[src/logic/cmp_defines.svh]
`ifndef CMP_DEFINES_SVH
`define CMP_DEFINES_SVH

// sizes shared by the compare path

// architectural data width, rv32i
`define XLEN 32

// reorder buffer tag width
// 16 in-flight instructions
`define ROB_TAG_W 4

// compare reservation station depth
`define CMP_RS_ENTRIES 4

`endif

[src/logic/ooo_pkg.sv]
`include "cmp_defines.svh"

// types of the out-of-order machinery
package ooo_pkg;

    // rob entry tag, unique while in flight
    typedef logic [`ROB_TAG_W-1:0] rob_tag_t;

    // index into the compare reservation station
    typedef logic [$clog2(`CMP_RS_ENTRIES)-1:0] rs_slot_t;

endpackage : ooo_pkg

[src/logic/rv32i_pkg.sv]
`include "cmp_defines.svh"

// isa-level types seen by the compare path
package rv32i_pkg;

    // operand / result / pc word
    typedef logic [`XLEN-1:0] word_t;

    // compare opcodes after decode
    // slti and sltiu fold into slt / sltu
    typedef enum logic [2:0] {
        CMP_BEQ  = 3'd0,
        CMP_BNE  = 3'd1,
        CMP_BLT  = 3'd2,
        CMP_BGE  = 3'd3,
        CMP_BLTU = 3'd4,
        CMP_BGEU = 3'd5,
        CMP_SLT  = 3'd6,
        CMP_SLTU = 3'd7
    } cmp_op_e;

endpackage : rv32i_pkg

[src/logic/cmp_broadcast.sv]
`timescale 1ns/10ps
`include "cmp_defines.svh"

module cmp_broadcast (
    input  logic                clk,
    input  logic                arst_n_i,
    input  logic                flush_i,
    input  logic                cu_valid_i,
    input  rv32i_pkg::cmp_op_e  cu_op_i,
    input  ooo_pkg::rob_tag_t   cu_tag_i,
    input  logic                cu_flag_i,
    input  rv32i_pkg::word_t    cu_target_i,
    // cdb write
    output logic                res_valid_o,
    output ooo_pkg::rob_tag_t   res_tag_o,
    output rv32i_pkg::word_t    res_value_o,
    // branch redirect
    output logic                br_valid_o,
    output ooo_pkg::rob_tag_t   br_tag_o,
    output logic                br_taken_o,
    output rv32i_pkg::word_t    br_next_pc_o
);
    import rv32i_pkg::*;
    import ooo_pkg::*;

    // slt class writes a register, everything else redirects
    logic is_slt;

    assign is_slt = (cu_op_i == CMP_SLT) || (cu_op_i == CMP_SLTU);

    always_ff @(posedge clk or negedge arst_n_i) begin
        if (!arst_n_i) begin
            res_valid_o <= 1'b0;
            br_valid_o  <= 1'b0;
        end else begin
            res_valid_o <= cu_valid_i && is_slt && !flush_i;
            br_valid_o  <= cu_valid_i && !is_slt && !flush_i;
        end
    end

    always_ff @(posedge clk) begin
        if (cu_valid_i) begin
            res_tag_o    <= cu_tag_i;
            res_value_o  <= {{(`XLEN-1){1'b0}}, cu_flag_i};
            br_tag_o     <= cu_tag_i;
            br_taken_o   <= cu_flag_i;
            br_next_pc_o <= cu_target_i;
        end
    end

    // one instruction leaves per cycle, on one path only
    a_one_path: assert property (@(posedge clk) disable iff (!arst_n_i)
        !(res_valid_o && br_valid_o));

endmodule : cmp_broadcast

[src/logic/cmp_rs.sv]
`timescale 1ns/10ps
`include "cmp_defines.svh"

module cmp_rs (
    input  logic                clk,
    input  logic                arst_n_i,
    input  logic                flush_i,
    // dispatch from decoder
    input  logic                disp_valid_i,
    input  rv32i_pkg::cmp_op_e  disp_op_i,
    input  ooo_pkg::rob_tag_t   disp_tag_i,
    input  logic                disp_rs1_rdy_i,
    input  rv32i_pkg::word_t    disp_rs1_val_i,
    input  ooo_pkg::rob_tag_t   disp_rs1_tag_i,
    input  logic                disp_rs2_rdy_i,
    input  rv32i_pkg::word_t    disp_rs2_val_i,
    input  ooo_pkg::rob_tag_t   disp_rs2_tag_i,
    input  rv32i_pkg::word_t    disp_pc_i,
    input  rv32i_pkg::word_t    disp_imm_i,
    // external cdb
    input  logic                cdb_valid_i,
    input  ooo_pkg::rob_tag_t   cdb_tag_i,
    input  rv32i_pkg::word_t    cdb_value_i,
    // own result, looped back
    input  logic                fwd_valid_i,
    input  ooo_pkg::rob_tag_t   fwd_tag_i,
    input  rv32i_pkg::word_t    fwd_value_i,
    // to decoder / comparator
    output logic                rs_full_o,
    output logic                iss_valid_o,
    output rv32i_pkg::cmp_op_e  iss_op_o,
    output ooo_pkg::rob_tag_t   iss_tag_o,
    output rv32i_pkg::word_t    iss_a_o,
    output rv32i_pkg::word_t    iss_b_o,
    output rv32i_pkg::word_t    iss_pc_o,
    output rv32i_pkg::word_t    iss_imm_o
);
    import rv32i_pkg::*;
    import ooo_pkg::*;

    // slot control
    logic [`CMP_RS_ENTRIES-1:0] busy_q;
    logic [`CMP_RS_ENTRIES-1:0] rdy1_q;
    logic [`CMP_RS_ENTRIES-1:0] rdy2_q;
    // slot payload
    cmp_op_e  op_q   [`CMP_RS_ENTRIES];
    rob_tag_t tag_q  [`CMP_RS_ENTRIES];
    word_t    pc_q   [`CMP_RS_ENTRIES];
    word_t    imm_q  [`CMP_RS_ENTRIES];
    word_t    val1_q [`CMP_RS_ENTRIES];
    word_t    val2_q [`CMP_RS_ENTRIES];
    rob_tag_t src1_q [`CMP_RS_ENTRIES];
    rob_tag_t src2_q [`CMP_RS_ENTRIES];

    // operand state after this cycle's snoop
    logic [`CMP_RS_ENTRIES-1:0] nrdy1;
    logic [`CMP_RS_ENTRIES-1:0] nrdy2;
    word_t    nval1 [`CMP_RS_ENTRIES];
    word_t    nval2 [`CMP_RS_ENTRIES];
    logic     drdy1;
    logic     drdy2;
    word_t    dval1;
    word_t    dval2;

    logic [`CMP_RS_ENTRIES-1:0] ready_vec;
    logic [`CMP_RS_ENTRIES-1:0] sel_oh;
    rs_slot_t sel_idx;
    rs_slot_t free_idx;
    logic     disp_take;

    // capture a waiting operand from either bus
    // unique tags mean at most one bus hits
    function automatic logic [`XLEN:0] snoop(input logic rdy, input word_t val,
                                             input rob_tag_t src);
        if (rdy)
            return {1'b1, val};
        if (cdb_valid_i && cdb_tag_i == src)
            return {1'b1, cdb_value_i};
        if (fwd_valid_i && fwd_tag_i == src)
            return {1'b1, fwd_value_i};
        return {1'b0, val};
    endfunction

    always_comb begin
        for (int i = 0; i < `CMP_RS_ENTRIES; i++) begin
            {nrdy1[i], nval1[i]} = snoop(rdy1_q[i], val1_q[i], src1_q[i]);
            {nrdy2[i], nval2[i]} = snoop(rdy2_q[i], val2_q[i], src2_q[i]);
        end
        // bypass for operands arriving this cycle
        {drdy1, dval1} = snoop(disp_rs1_rdy_i, disp_rs1_val_i, disp_rs1_tag_i);
        {drdy2, dval2} = snoop(disp_rs2_rdy_i, disp_rs2_val_i, disp_rs2_tag_i);
    end

    // lowest free slot and lowest ready slot
    // descending scan so the lowest index wins
    always_comb begin
        ready_vec = busy_q & rdy1_q & rdy2_q;
        sel_oh    = '0;
        sel_idx   = '0;
        free_idx  = '0;
        for (int i = `CMP_RS_ENTRIES-1; i >= 0; i--) begin
            if (ready_vec[i]) begin
                sel_oh    = '0;
                sel_oh[i] = 1'b1;
                sel_idx   = rs_slot_t'(i);
            end
            if (!busy_q[i])
                free_idx = rs_slot_t'(i);
        end
    end

    assign rs_full_o = &busy_q;
    assign disp_take = disp_valid_i && !rs_full_o;

    always_ff @(posedge clk or negedge arst_n_i) begin
        if (!arst_n_i) begin
            busy_q      <= '0;
            rdy1_q      <= '0;
            rdy2_q      <= '0;
            iss_valid_o <= 1'b0;
        end else if (flush_i) begin
            busy_q      <= '0;
            iss_valid_o <= 1'b0;
        end else begin
            rdy1_q <= nrdy1;
            rdy2_q <= nrdy2;
            // issued slot frees at this edge
            if (|sel_oh)
                busy_q[sel_idx] <= 1'b0;
            // free slot is never the issued one since that is still busy
            if (disp_take) begin
                busy_q[free_idx] <= 1'b1;
                rdy1_q[free_idx] <= drdy1;
                rdy2_q[free_idx] <= drdy2;
            end
            iss_valid_o <= |sel_oh;
        end
    end

    always_ff @(posedge clk) begin
        for (int i = 0; i < `CMP_RS_ENTRIES; i++) begin
            val1_q[i] <= nval1[i];
            val2_q[i] <= nval2[i];
        end
        if (disp_take) begin
            op_q[free_idx]   <= disp_op_i;
            tag_q[free_idx]  <= disp_tag_i;
            pc_q[free_idx]   <= disp_pc_i;
            imm_q[free_idx]  <= disp_imm_i;
            src1_q[free_idx] <= disp_rs1_tag_i;
            src2_q[free_idx] <= disp_rs2_tag_i;
            val1_q[free_idx] <= dval1;
            val2_q[free_idx] <= dval2;
        end
        // issue register onto the comparator
        if (|sel_oh) begin
            iss_op_o  <= op_q[sel_idx];
            iss_tag_o <= tag_q[sel_idx];
            iss_a_o   <= val1_q[sel_idx];
            iss_b_o   <= val2_q[sel_idx];
            iss_pc_o  <= pc_q[sel_idx];
            iss_imm_o <= imm_q[sel_idx];
        end
    end

    // decoder must stall on full
    a_no_disp_full: assert property (@(posedge clk) disable iff (!arst_n_i)
        disp_valid_i |-> !rs_full_o);

    // at most one slot frees per edge and only one that was ready to issue
    a_sel_onehot: assert property (@(posedge clk) disable iff (!arst_n_i)
        !flush_i |=> $onehot0($past(busy_q) & ~busy_q)
            && (($past(busy_q) & ~busy_q & ~$past(ready_vec)) == '0));

endmodule : cmp_rs

[src/logic/cmp_top.sv]
`timescale 1ns/10ps
`include "cmp_defines.svh"

module cmp_top (
    input  logic                clk,
    input  logic                arst_n_i,
    input  logic                flush_i,
    input  logic                disp_valid_i,
    input  rv32i_pkg::cmp_op_e  disp_op_i,
    input  ooo_pkg::rob_tag_t   disp_tag_i,
    input  logic                disp_rs1_rdy_i,
    input  rv32i_pkg::word_t    disp_rs1_val_i,
    input  ooo_pkg::rob_tag_t   disp_rs1_tag_i,
    input  logic                disp_rs2_rdy_i,
    input  rv32i_pkg::word_t    disp_rs2_val_i,
    input  ooo_pkg::rob_tag_t   disp_rs2_tag_i,
    input  rv32i_pkg::word_t    disp_pc_i,
    input  rv32i_pkg::word_t    disp_imm_i,
    input  logic                cdb_valid_i,
    input  ooo_pkg::rob_tag_t   cdb_tag_i,
    input  rv32i_pkg::word_t    cdb_value_i,
    output logic                res_valid_o,
    output ooo_pkg::rob_tag_t   res_tag_o,
    output rv32i_pkg::word_t    res_value_o,
    output logic                br_valid_o,
    output ooo_pkg::rob_tag_t   br_tag_o,
    output logic                br_taken_o,
    output rv32i_pkg::word_t    br_next_pc_o,
    output logic                rs_full_o
);
    import rv32i_pkg::*;
    import ooo_pkg::*;

    // station to comparator
    logic     iss_valid;
    cmp_op_e  iss_op;
    rob_tag_t iss_tag;
    word_t    iss_a;
    word_t    iss_b;
    word_t    iss_pc;
    word_t    iss_imm;
    // comparator to result stage
    logic     cu_valid;
    cmp_op_e  cu_op;
    rob_tag_t cu_tag;
    logic     cu_flag;
    word_t    cu_target;

    // fwd port takes our own cdb write so slt results wake dependents
    cmp_rs u_rs (
        .clk            (clk),
        .arst_n_i       (arst_n_i),
        .flush_i        (flush_i),
        .disp_valid_i   (disp_valid_i),
        .disp_op_i      (disp_op_i),
        .disp_tag_i     (disp_tag_i),
        .disp_rs1_rdy_i (disp_rs1_rdy_i),
        .disp_rs1_val_i (disp_rs1_val_i),
        .disp_rs1_tag_i (disp_rs1_tag_i),
        .disp_rs2_rdy_i (disp_rs2_rdy_i),
        .disp_rs2_val_i (disp_rs2_val_i),
        .disp_rs2_tag_i (disp_rs2_tag_i),
        .disp_pc_i      (disp_pc_i),
        .disp_imm_i     (disp_imm_i),
        .cdb_valid_i    (cdb_valid_i),
        .cdb_tag_i      (cdb_tag_i),
        .cdb_value_i    (cdb_value_i),
        .fwd_valid_i    (res_valid_o),
        .fwd_tag_i      (res_tag_o),
        .fwd_value_i    (res_value_o),
        .rs_full_o      (rs_full_o),
        .iss_valid_o    (iss_valid),
        .iss_op_o       (iss_op),
        .iss_tag_o      (iss_tag),
        .iss_a_o        (iss_a),
        .iss_b_o        (iss_b),
        .iss_pc_o       (iss_pc),
        .iss_imm_o      (iss_imm)
    );

    cmp_unit u_cu (
        .clk         (clk),
        .arst_n_i    (arst_n_i),
        .flush_i     (flush_i),
        .iss_valid_i (iss_valid),
        .iss_op_i    (iss_op),
        .iss_tag_i   (iss_tag),
        .iss_a_i     (iss_a),
        .iss_b_i     (iss_b),
        .iss_pc_i    (iss_pc),
        .iss_imm_i   (iss_imm),
        .cu_valid_o  (cu_valid),
        .cu_op_o     (cu_op),
        .cu_tag_o    (cu_tag),
        .cu_flag_o   (cu_flag),
        .cu_target_o (cu_target)
    );

    cmp_broadcast u_bc (
        .clk          (clk),
        .arst_n_i     (arst_n_i),
        .flush_i      (flush_i),
        .cu_valid_i   (cu_valid),
        .cu_op_i      (cu_op),
        .cu_tag_i     (cu_tag),
        .cu_flag_i    (cu_flag),
        .cu_target_i  (cu_target),
        .res_valid_o  (res_valid_o),
        .res_tag_o    (res_tag_o),
        .res_value_o  (res_value_o),
        .br_valid_o   (br_valid_o),
        .br_tag_o     (br_tag_o),
        .br_taken_o   (br_taken_o),
        .br_next_pc_o (br_next_pc_o)
    );

endmodule : cmp_top

[src/logic/cmp_unit.sv]
`timescale 1ns/10ps
`include "cmp_defines.svh"

module cmp_unit (
    input  logic                clk,
    input  logic                arst_n_i,
    input  logic                flush_i,
    input  logic                iss_valid_i,
    input  rv32i_pkg::cmp_op_e  iss_op_i,
    input  ooo_pkg::rob_tag_t   iss_tag_i,
    input  rv32i_pkg::word_t    iss_a_i,
    input  rv32i_pkg::word_t    iss_b_i,
    input  rv32i_pkg::word_t    iss_pc_i,
    input  rv32i_pkg::word_t    iss_imm_i,
    output logic                cu_valid_o,
    output rv32i_pkg::cmp_op_e  cu_op_o,
    output ooo_pkg::rob_tag_t   cu_tag_o,
    output logic                cu_flag_o,
    output rv32i_pkg::word_t    cu_target_o
);
    import rv32i_pkg::*;
    import ooo_pkg::*;

    logic  flag_d;
    word_t target_d;

    always_comb begin
        case (iss_op_i)
            CMP_BEQ:           flag_d = (iss_a_i == iss_b_i);
            CMP_BNE:           flag_d = (iss_a_i != iss_b_i);
            CMP_BLT, CMP_SLT:  flag_d = ($signed(iss_a_i) < $signed(iss_b_i));
            CMP_BGE:           flag_d = ($signed(iss_a_i) >= $signed(iss_b_i));
            CMP_BLTU, CMP_SLTU: flag_d = (iss_a_i < iss_b_i);
            CMP_BGEU:          flag_d = (iss_a_i >= iss_b_i);
            default:           flag_d = 1'b0;
        endcase
        // next pc is only consumed by branches
        target_d = flag_d ? (iss_pc_i + iss_imm_i) : (iss_pc_i + word_t'(4));
    end

    always_ff @(posedge clk or negedge arst_n_i) begin
        if (!arst_n_i)
            cu_valid_o <= 1'b0;
        else
            cu_valid_o <= iss_valid_i && !flush_i;
    end

    always_ff @(posedge clk) begin
        if (iss_valid_i) begin
            cu_op_o     <= iss_op_i;
            cu_tag_o    <= iss_tag_i;
            cu_flag_o   <= flag_d;
            cu_target_o <= target_d;
        end
    end

    // opcode travelling with a valid result is a known encoding
    a_op_legal: assert property (@(posedge clk) disable iff (!arst_n_i)
        cu_valid_o |-> (!$isunknown(cu_op_o) && cu_op_o inside {CMP_BEQ, CMP_BNE, CMP_BLT,
            CMP_BGE, CMP_BLTU, CMP_BGEU, CMP_SLT, CMP_SLTU}));

endmodule : cmp_unit

[config.mk]
export PLATFORM = sky130hd
export DESIGN_NAME = cmp_top
export DESIGN_NICKNAME = d
export VERILOG_FILES = /design/src/logic/ooo_pkg.sv /design/src/logic/rv32i_pkg.sv /design/src/logic/cmp_broadcast.sv /design/src/logic/cmp_rs.sv /design/src/logic/cmp_top.sv /design/src/logic/cmp_unit.sv
export VERILOG_INCLUDE_DIRS = /design/src /design/src/logic
export SDC_FILE = /design/constraint.sdc
export NUM_CORES = 1
export LEC_CHECK = 0
export BUFFER_PORTS_ARGS = -buffer_cell sky130_fd_sc_hd__buf_2
export CORE_ASPECT_RATIO = 1.2
export CORE_MARGIN = 1.5
export CORE_UTILIZATION = 55
export DETAILED_ROUTE_END_ITERATION = 7
export GPL_ROUTABILITY_DRIVEN = 0
export GPL_TIMING_DRIVEN = 0
export HOLD_SLACK_MARGIN = 0.02
export PLACE_DENSITY = 0.77
export SYNTH_ARGS = -nofsm -noshare
export SYNTH_HDL_FRONTEND = slang
export SYNTH_SLANG_ARGS = --single-unit
[constraint.sdc]
create_clock -name clk -period 4.36 [get_ports clk]
set_input_delay 0 -clock clk [delete_from_list [all_inputs] [get_ports clk]]
set_output_delay 0 -clock clk [all_outputs]
set_load 0.05 [all_outputs]
==> flow_summary.toml <==
[clock_tree]
cts_root_buffer = "clkbuf_16"
path_clk_slew_ps = 60
cts_resized = 0
cts_hold_buf = 217
numCtsBuffers = 78
cts.sinks = 799
clock_latency_ps = 630
cts_tree = "done"
cts_setup_buffers = 0
cts_max_level = 3
clock_path_buffers = 3

[setup_path]
r2r_cells = 7
end_kind = "flop"
regToRegSetupSlack_ps = 210
critical_path_required_ps = 4630
critPathLaunchType = "flop"
cp_max_fo = 10
r2r_end = "u_rs.iss_pc_o[23]"
critPathArrivalTime_ps = 4420
r2r-start = "u_rs.rdy2_q[0]"
worstSetupPathType = "flop to flop"

[floorplan]
initial_core_util_pct = 55.47
rows = 102
die_h_um = 282
die_area_um2 = 66410
boundaryPins = 262
core_area_um2 = 64320
die_w_um = 235.5

[synth]
synth_warnings = 0
synth-main-ff-cell = "edfxtp_1"
netlist_area_um2 = 35680
synth-edff-count = 783
async_reset_ff_share_pct = 2.003
yosysUniqueCellTypes = 70
seq_area_frac_synth_pct = 67.03
ys_ff_latch = 799
synthCells = 2677
syn_area_per_cell_um2 = 13.33

[timing]
worstMarginPinSlew_ps = 1405
tns_ps = 0
finalHoldViolCount = 0
worst_clock_skew_ps = 30.60
fin_crit_ps = 4155
slew_viol_final = 0
fmax_mhz = 240.7
setup_viol = 0
rsz0062_at_grt = "false"
fin_crit_sh_pct = 95.30
relSlewSlack_pct = 6.359

[layout]
nets = 3464
syn_to_final_growth_pct = 20.68
drive_above_1_share_pct = 12.31
fin_area_um2 = 43060
final.fill_count = 4448

[drt]
vias = 25469
drtIter0Drc = 2714
vias_per_cell = 6.185
dr.pass1.iters = 6
wl_per_cell_um = 24.69
ant_nets = 0
routed_wl_mm = 101.7
drc = 0

[job]
maxCapViolCount = 0

[global_routing]
overflow = 0
track_usage_pct = 30.24
antenna_found_initial = 12
grt_pass1_wl_mm = 151.3
grt_pass1_vias = 25886
grt_max_degree = 57

[status]
status = "completed"

[place]
dp_hpwl_mm = 67.13
port_buffers = 194
placed_area_um2 = 38290

[hold_path]
hold_end = "u_rs.val2_q[2][0]"
hp-start = "cdb_value_i[0]"
min_path_type = "input port to flop"
hold_depth = 4

[power_and_ir_drop]
p_leak_uw = 0.01547
ir_drop_mv = 0.3296
p_per_area_nw_per_um2 = 438.2
-- state kept, by name, summed over array words and instances (netlist names), 128 cells and up --
signal and count:
u_rs.val1_q 128, u_rs.imm_q 128, u_rs.val2_q 128, u_rs.pc_q 128
-- final cells by class --
| class | instances | area (um^2) | share of cell area, % |
|---|---|---|---|
| antenna | 12 | 30.03 | 0.06974 |
| buffer | 226 | 1012 | 2.351 |
| clock buffer | 93 | 2061 | 4.786 |
| clock inverter | 48 | 506.7 | 1.177 |
| inverter | 59 | 231.5 | 0.5376 |
| multi-input combinational | 1623 | 10740 | 24.94 |
| sequential | 799 | 23920 | 55.54 |
| tap | 832 | 1041 | 2.418 |
| timing repair buffer | 426 | 3518 | 8.172 |
-- cells by family after synthesis --
group                    Yosys count  synth area share, %
buffers and inverters            285                3.458
flip-flops                       799                67.03
adder cells (fa/ha/maj)           65                2.301
XOR/XNOR                         124                3.044
other                              1              0.01051
AND/OR/NAND/NOR                  659                8.445
AO/OA/AOI/OAI                    737                15.50
multiplexers                       7               0.2174
-- placed cells by master, fill, tap and decap left out, types with 24 or more instances in the layout --
cell / synthesis / layout
clkbuf_1: 135 / 147
nand3_1: 24 / 24
buf_2: 5 / 199
buf_4: 36 / 36
nand2_1: 359 / 358
a22o_1: 256 / 256
a31oi_1: 105 / 105
a211oi_1: 106 / 106
o21ai_0: 42 / 34
ha_1: 64 / 64
edfxtp_1: 783 / 783
dlygate4sd3_1: 0 / 217
a221o_1: 36 / 36
and2_1: 102 / 102
buf_1: 47 / 47
xnor2_1: 39 / 39
a21oi_1: 102 / 102
xor2_1: 85 / 85
clkbuf_16: 0 / 80
inv_1: 58 / 54
conb_1: 1 / 31
nor2_1: 86 / 86
-- Yosys cell counts (all sizes together) (7+ instances only) --
library cell	instances	share of area, %
nand3	24	0.34
o22a	9	0.22
a211oi	108	2.3
nor3	10	0.14
o2bb2ai	8	0.20
a221o	36	1.0
nor4	21	0.40
and2	105	1.8
a31oi	105	1.8
inv	59	0.62
buf	91	1.4
nand2	360	3.8
o211ai	7	0.15
edfxtp	783	66
ha	64	2.2
a21oi	106	1.5
xor2	85	2.1
a21o	13	0.27
xnor2	39	0.96
dfrtp	16	1.1
nand4	12	0.21
a22o	256	6.3
o21ai	56	0.80
clkbuf	135	1.4
and3	13	0.23
nor2	86	0.90
-- worst max-delay path, stage by stage, from the launching register on --
cell	delay [ps]
dfrtp_1	440
and3_1	290
nand2b_1	240
nor2_1	170
clkbuf_1	980
clkbuf_1	850
clkbuf_1	510
a31oi_1	340
-- through the flow --
stage	instances	power, uW	hold slack (ps)	util (%)	worst slack [ps]
finish	4118	18870	90.80	66.94	205.1
global route	4108	19410	106.2	66.90	188.5
CTS	4106	18830	53.15	66.89	290.0
detailed placement	3748	11930	-70.27	59.52	315.6
global placement	3733	11810	-71.64	58.77	-1581
floorplan	2707	11060	-295.6	-	245.3
-- metal layers --
layer  vias to the layer above  GRT usage [%]  part of all wire, %
met5                         -              0                0.058
met1                     12365          34.69                   34
met2                      1505          54.15                   52
met4                         8          16.89                  5.5
met3                       314          4.885                  8.9
li1                      11277              -                    -
-- worst max-delay path by stage --
stage                   start  cells past startpoint  slack (ps)                end
2_1_floorplan  u_rs.busy_q[0]                      3         250    u_rs.iss_a_o[0]
3_3_place_gp   u_rs.busy_q[0]                      3       -1580   u_rs.iss_a_o[16]
3_5_place_dp   u_rs.rdy2_q[0]                      7         320  u_rs.iss_pc_o[23]
4_1_cts        u_rs.rdy2_q[0]                      7         290  u_rs.iss_pc_o[23]
5_1_grt        u_rs.busy_q[0]                      7         190  u_rs.iss_pc_o[23]
6_report       u_rs.rdy2_q[0]                      7         210  u_rs.iss_pc_o[23]
-- where the power goes --
group / switching (uW) / leakage (uW) / internal (uW)
Clock: 2880 / 0.00126 / 3970
Sequential: 223 / 0.00747 / 9040
Combinational: 1720 / 0.00674 / 1040
Power figures use the tool's default switching activity.
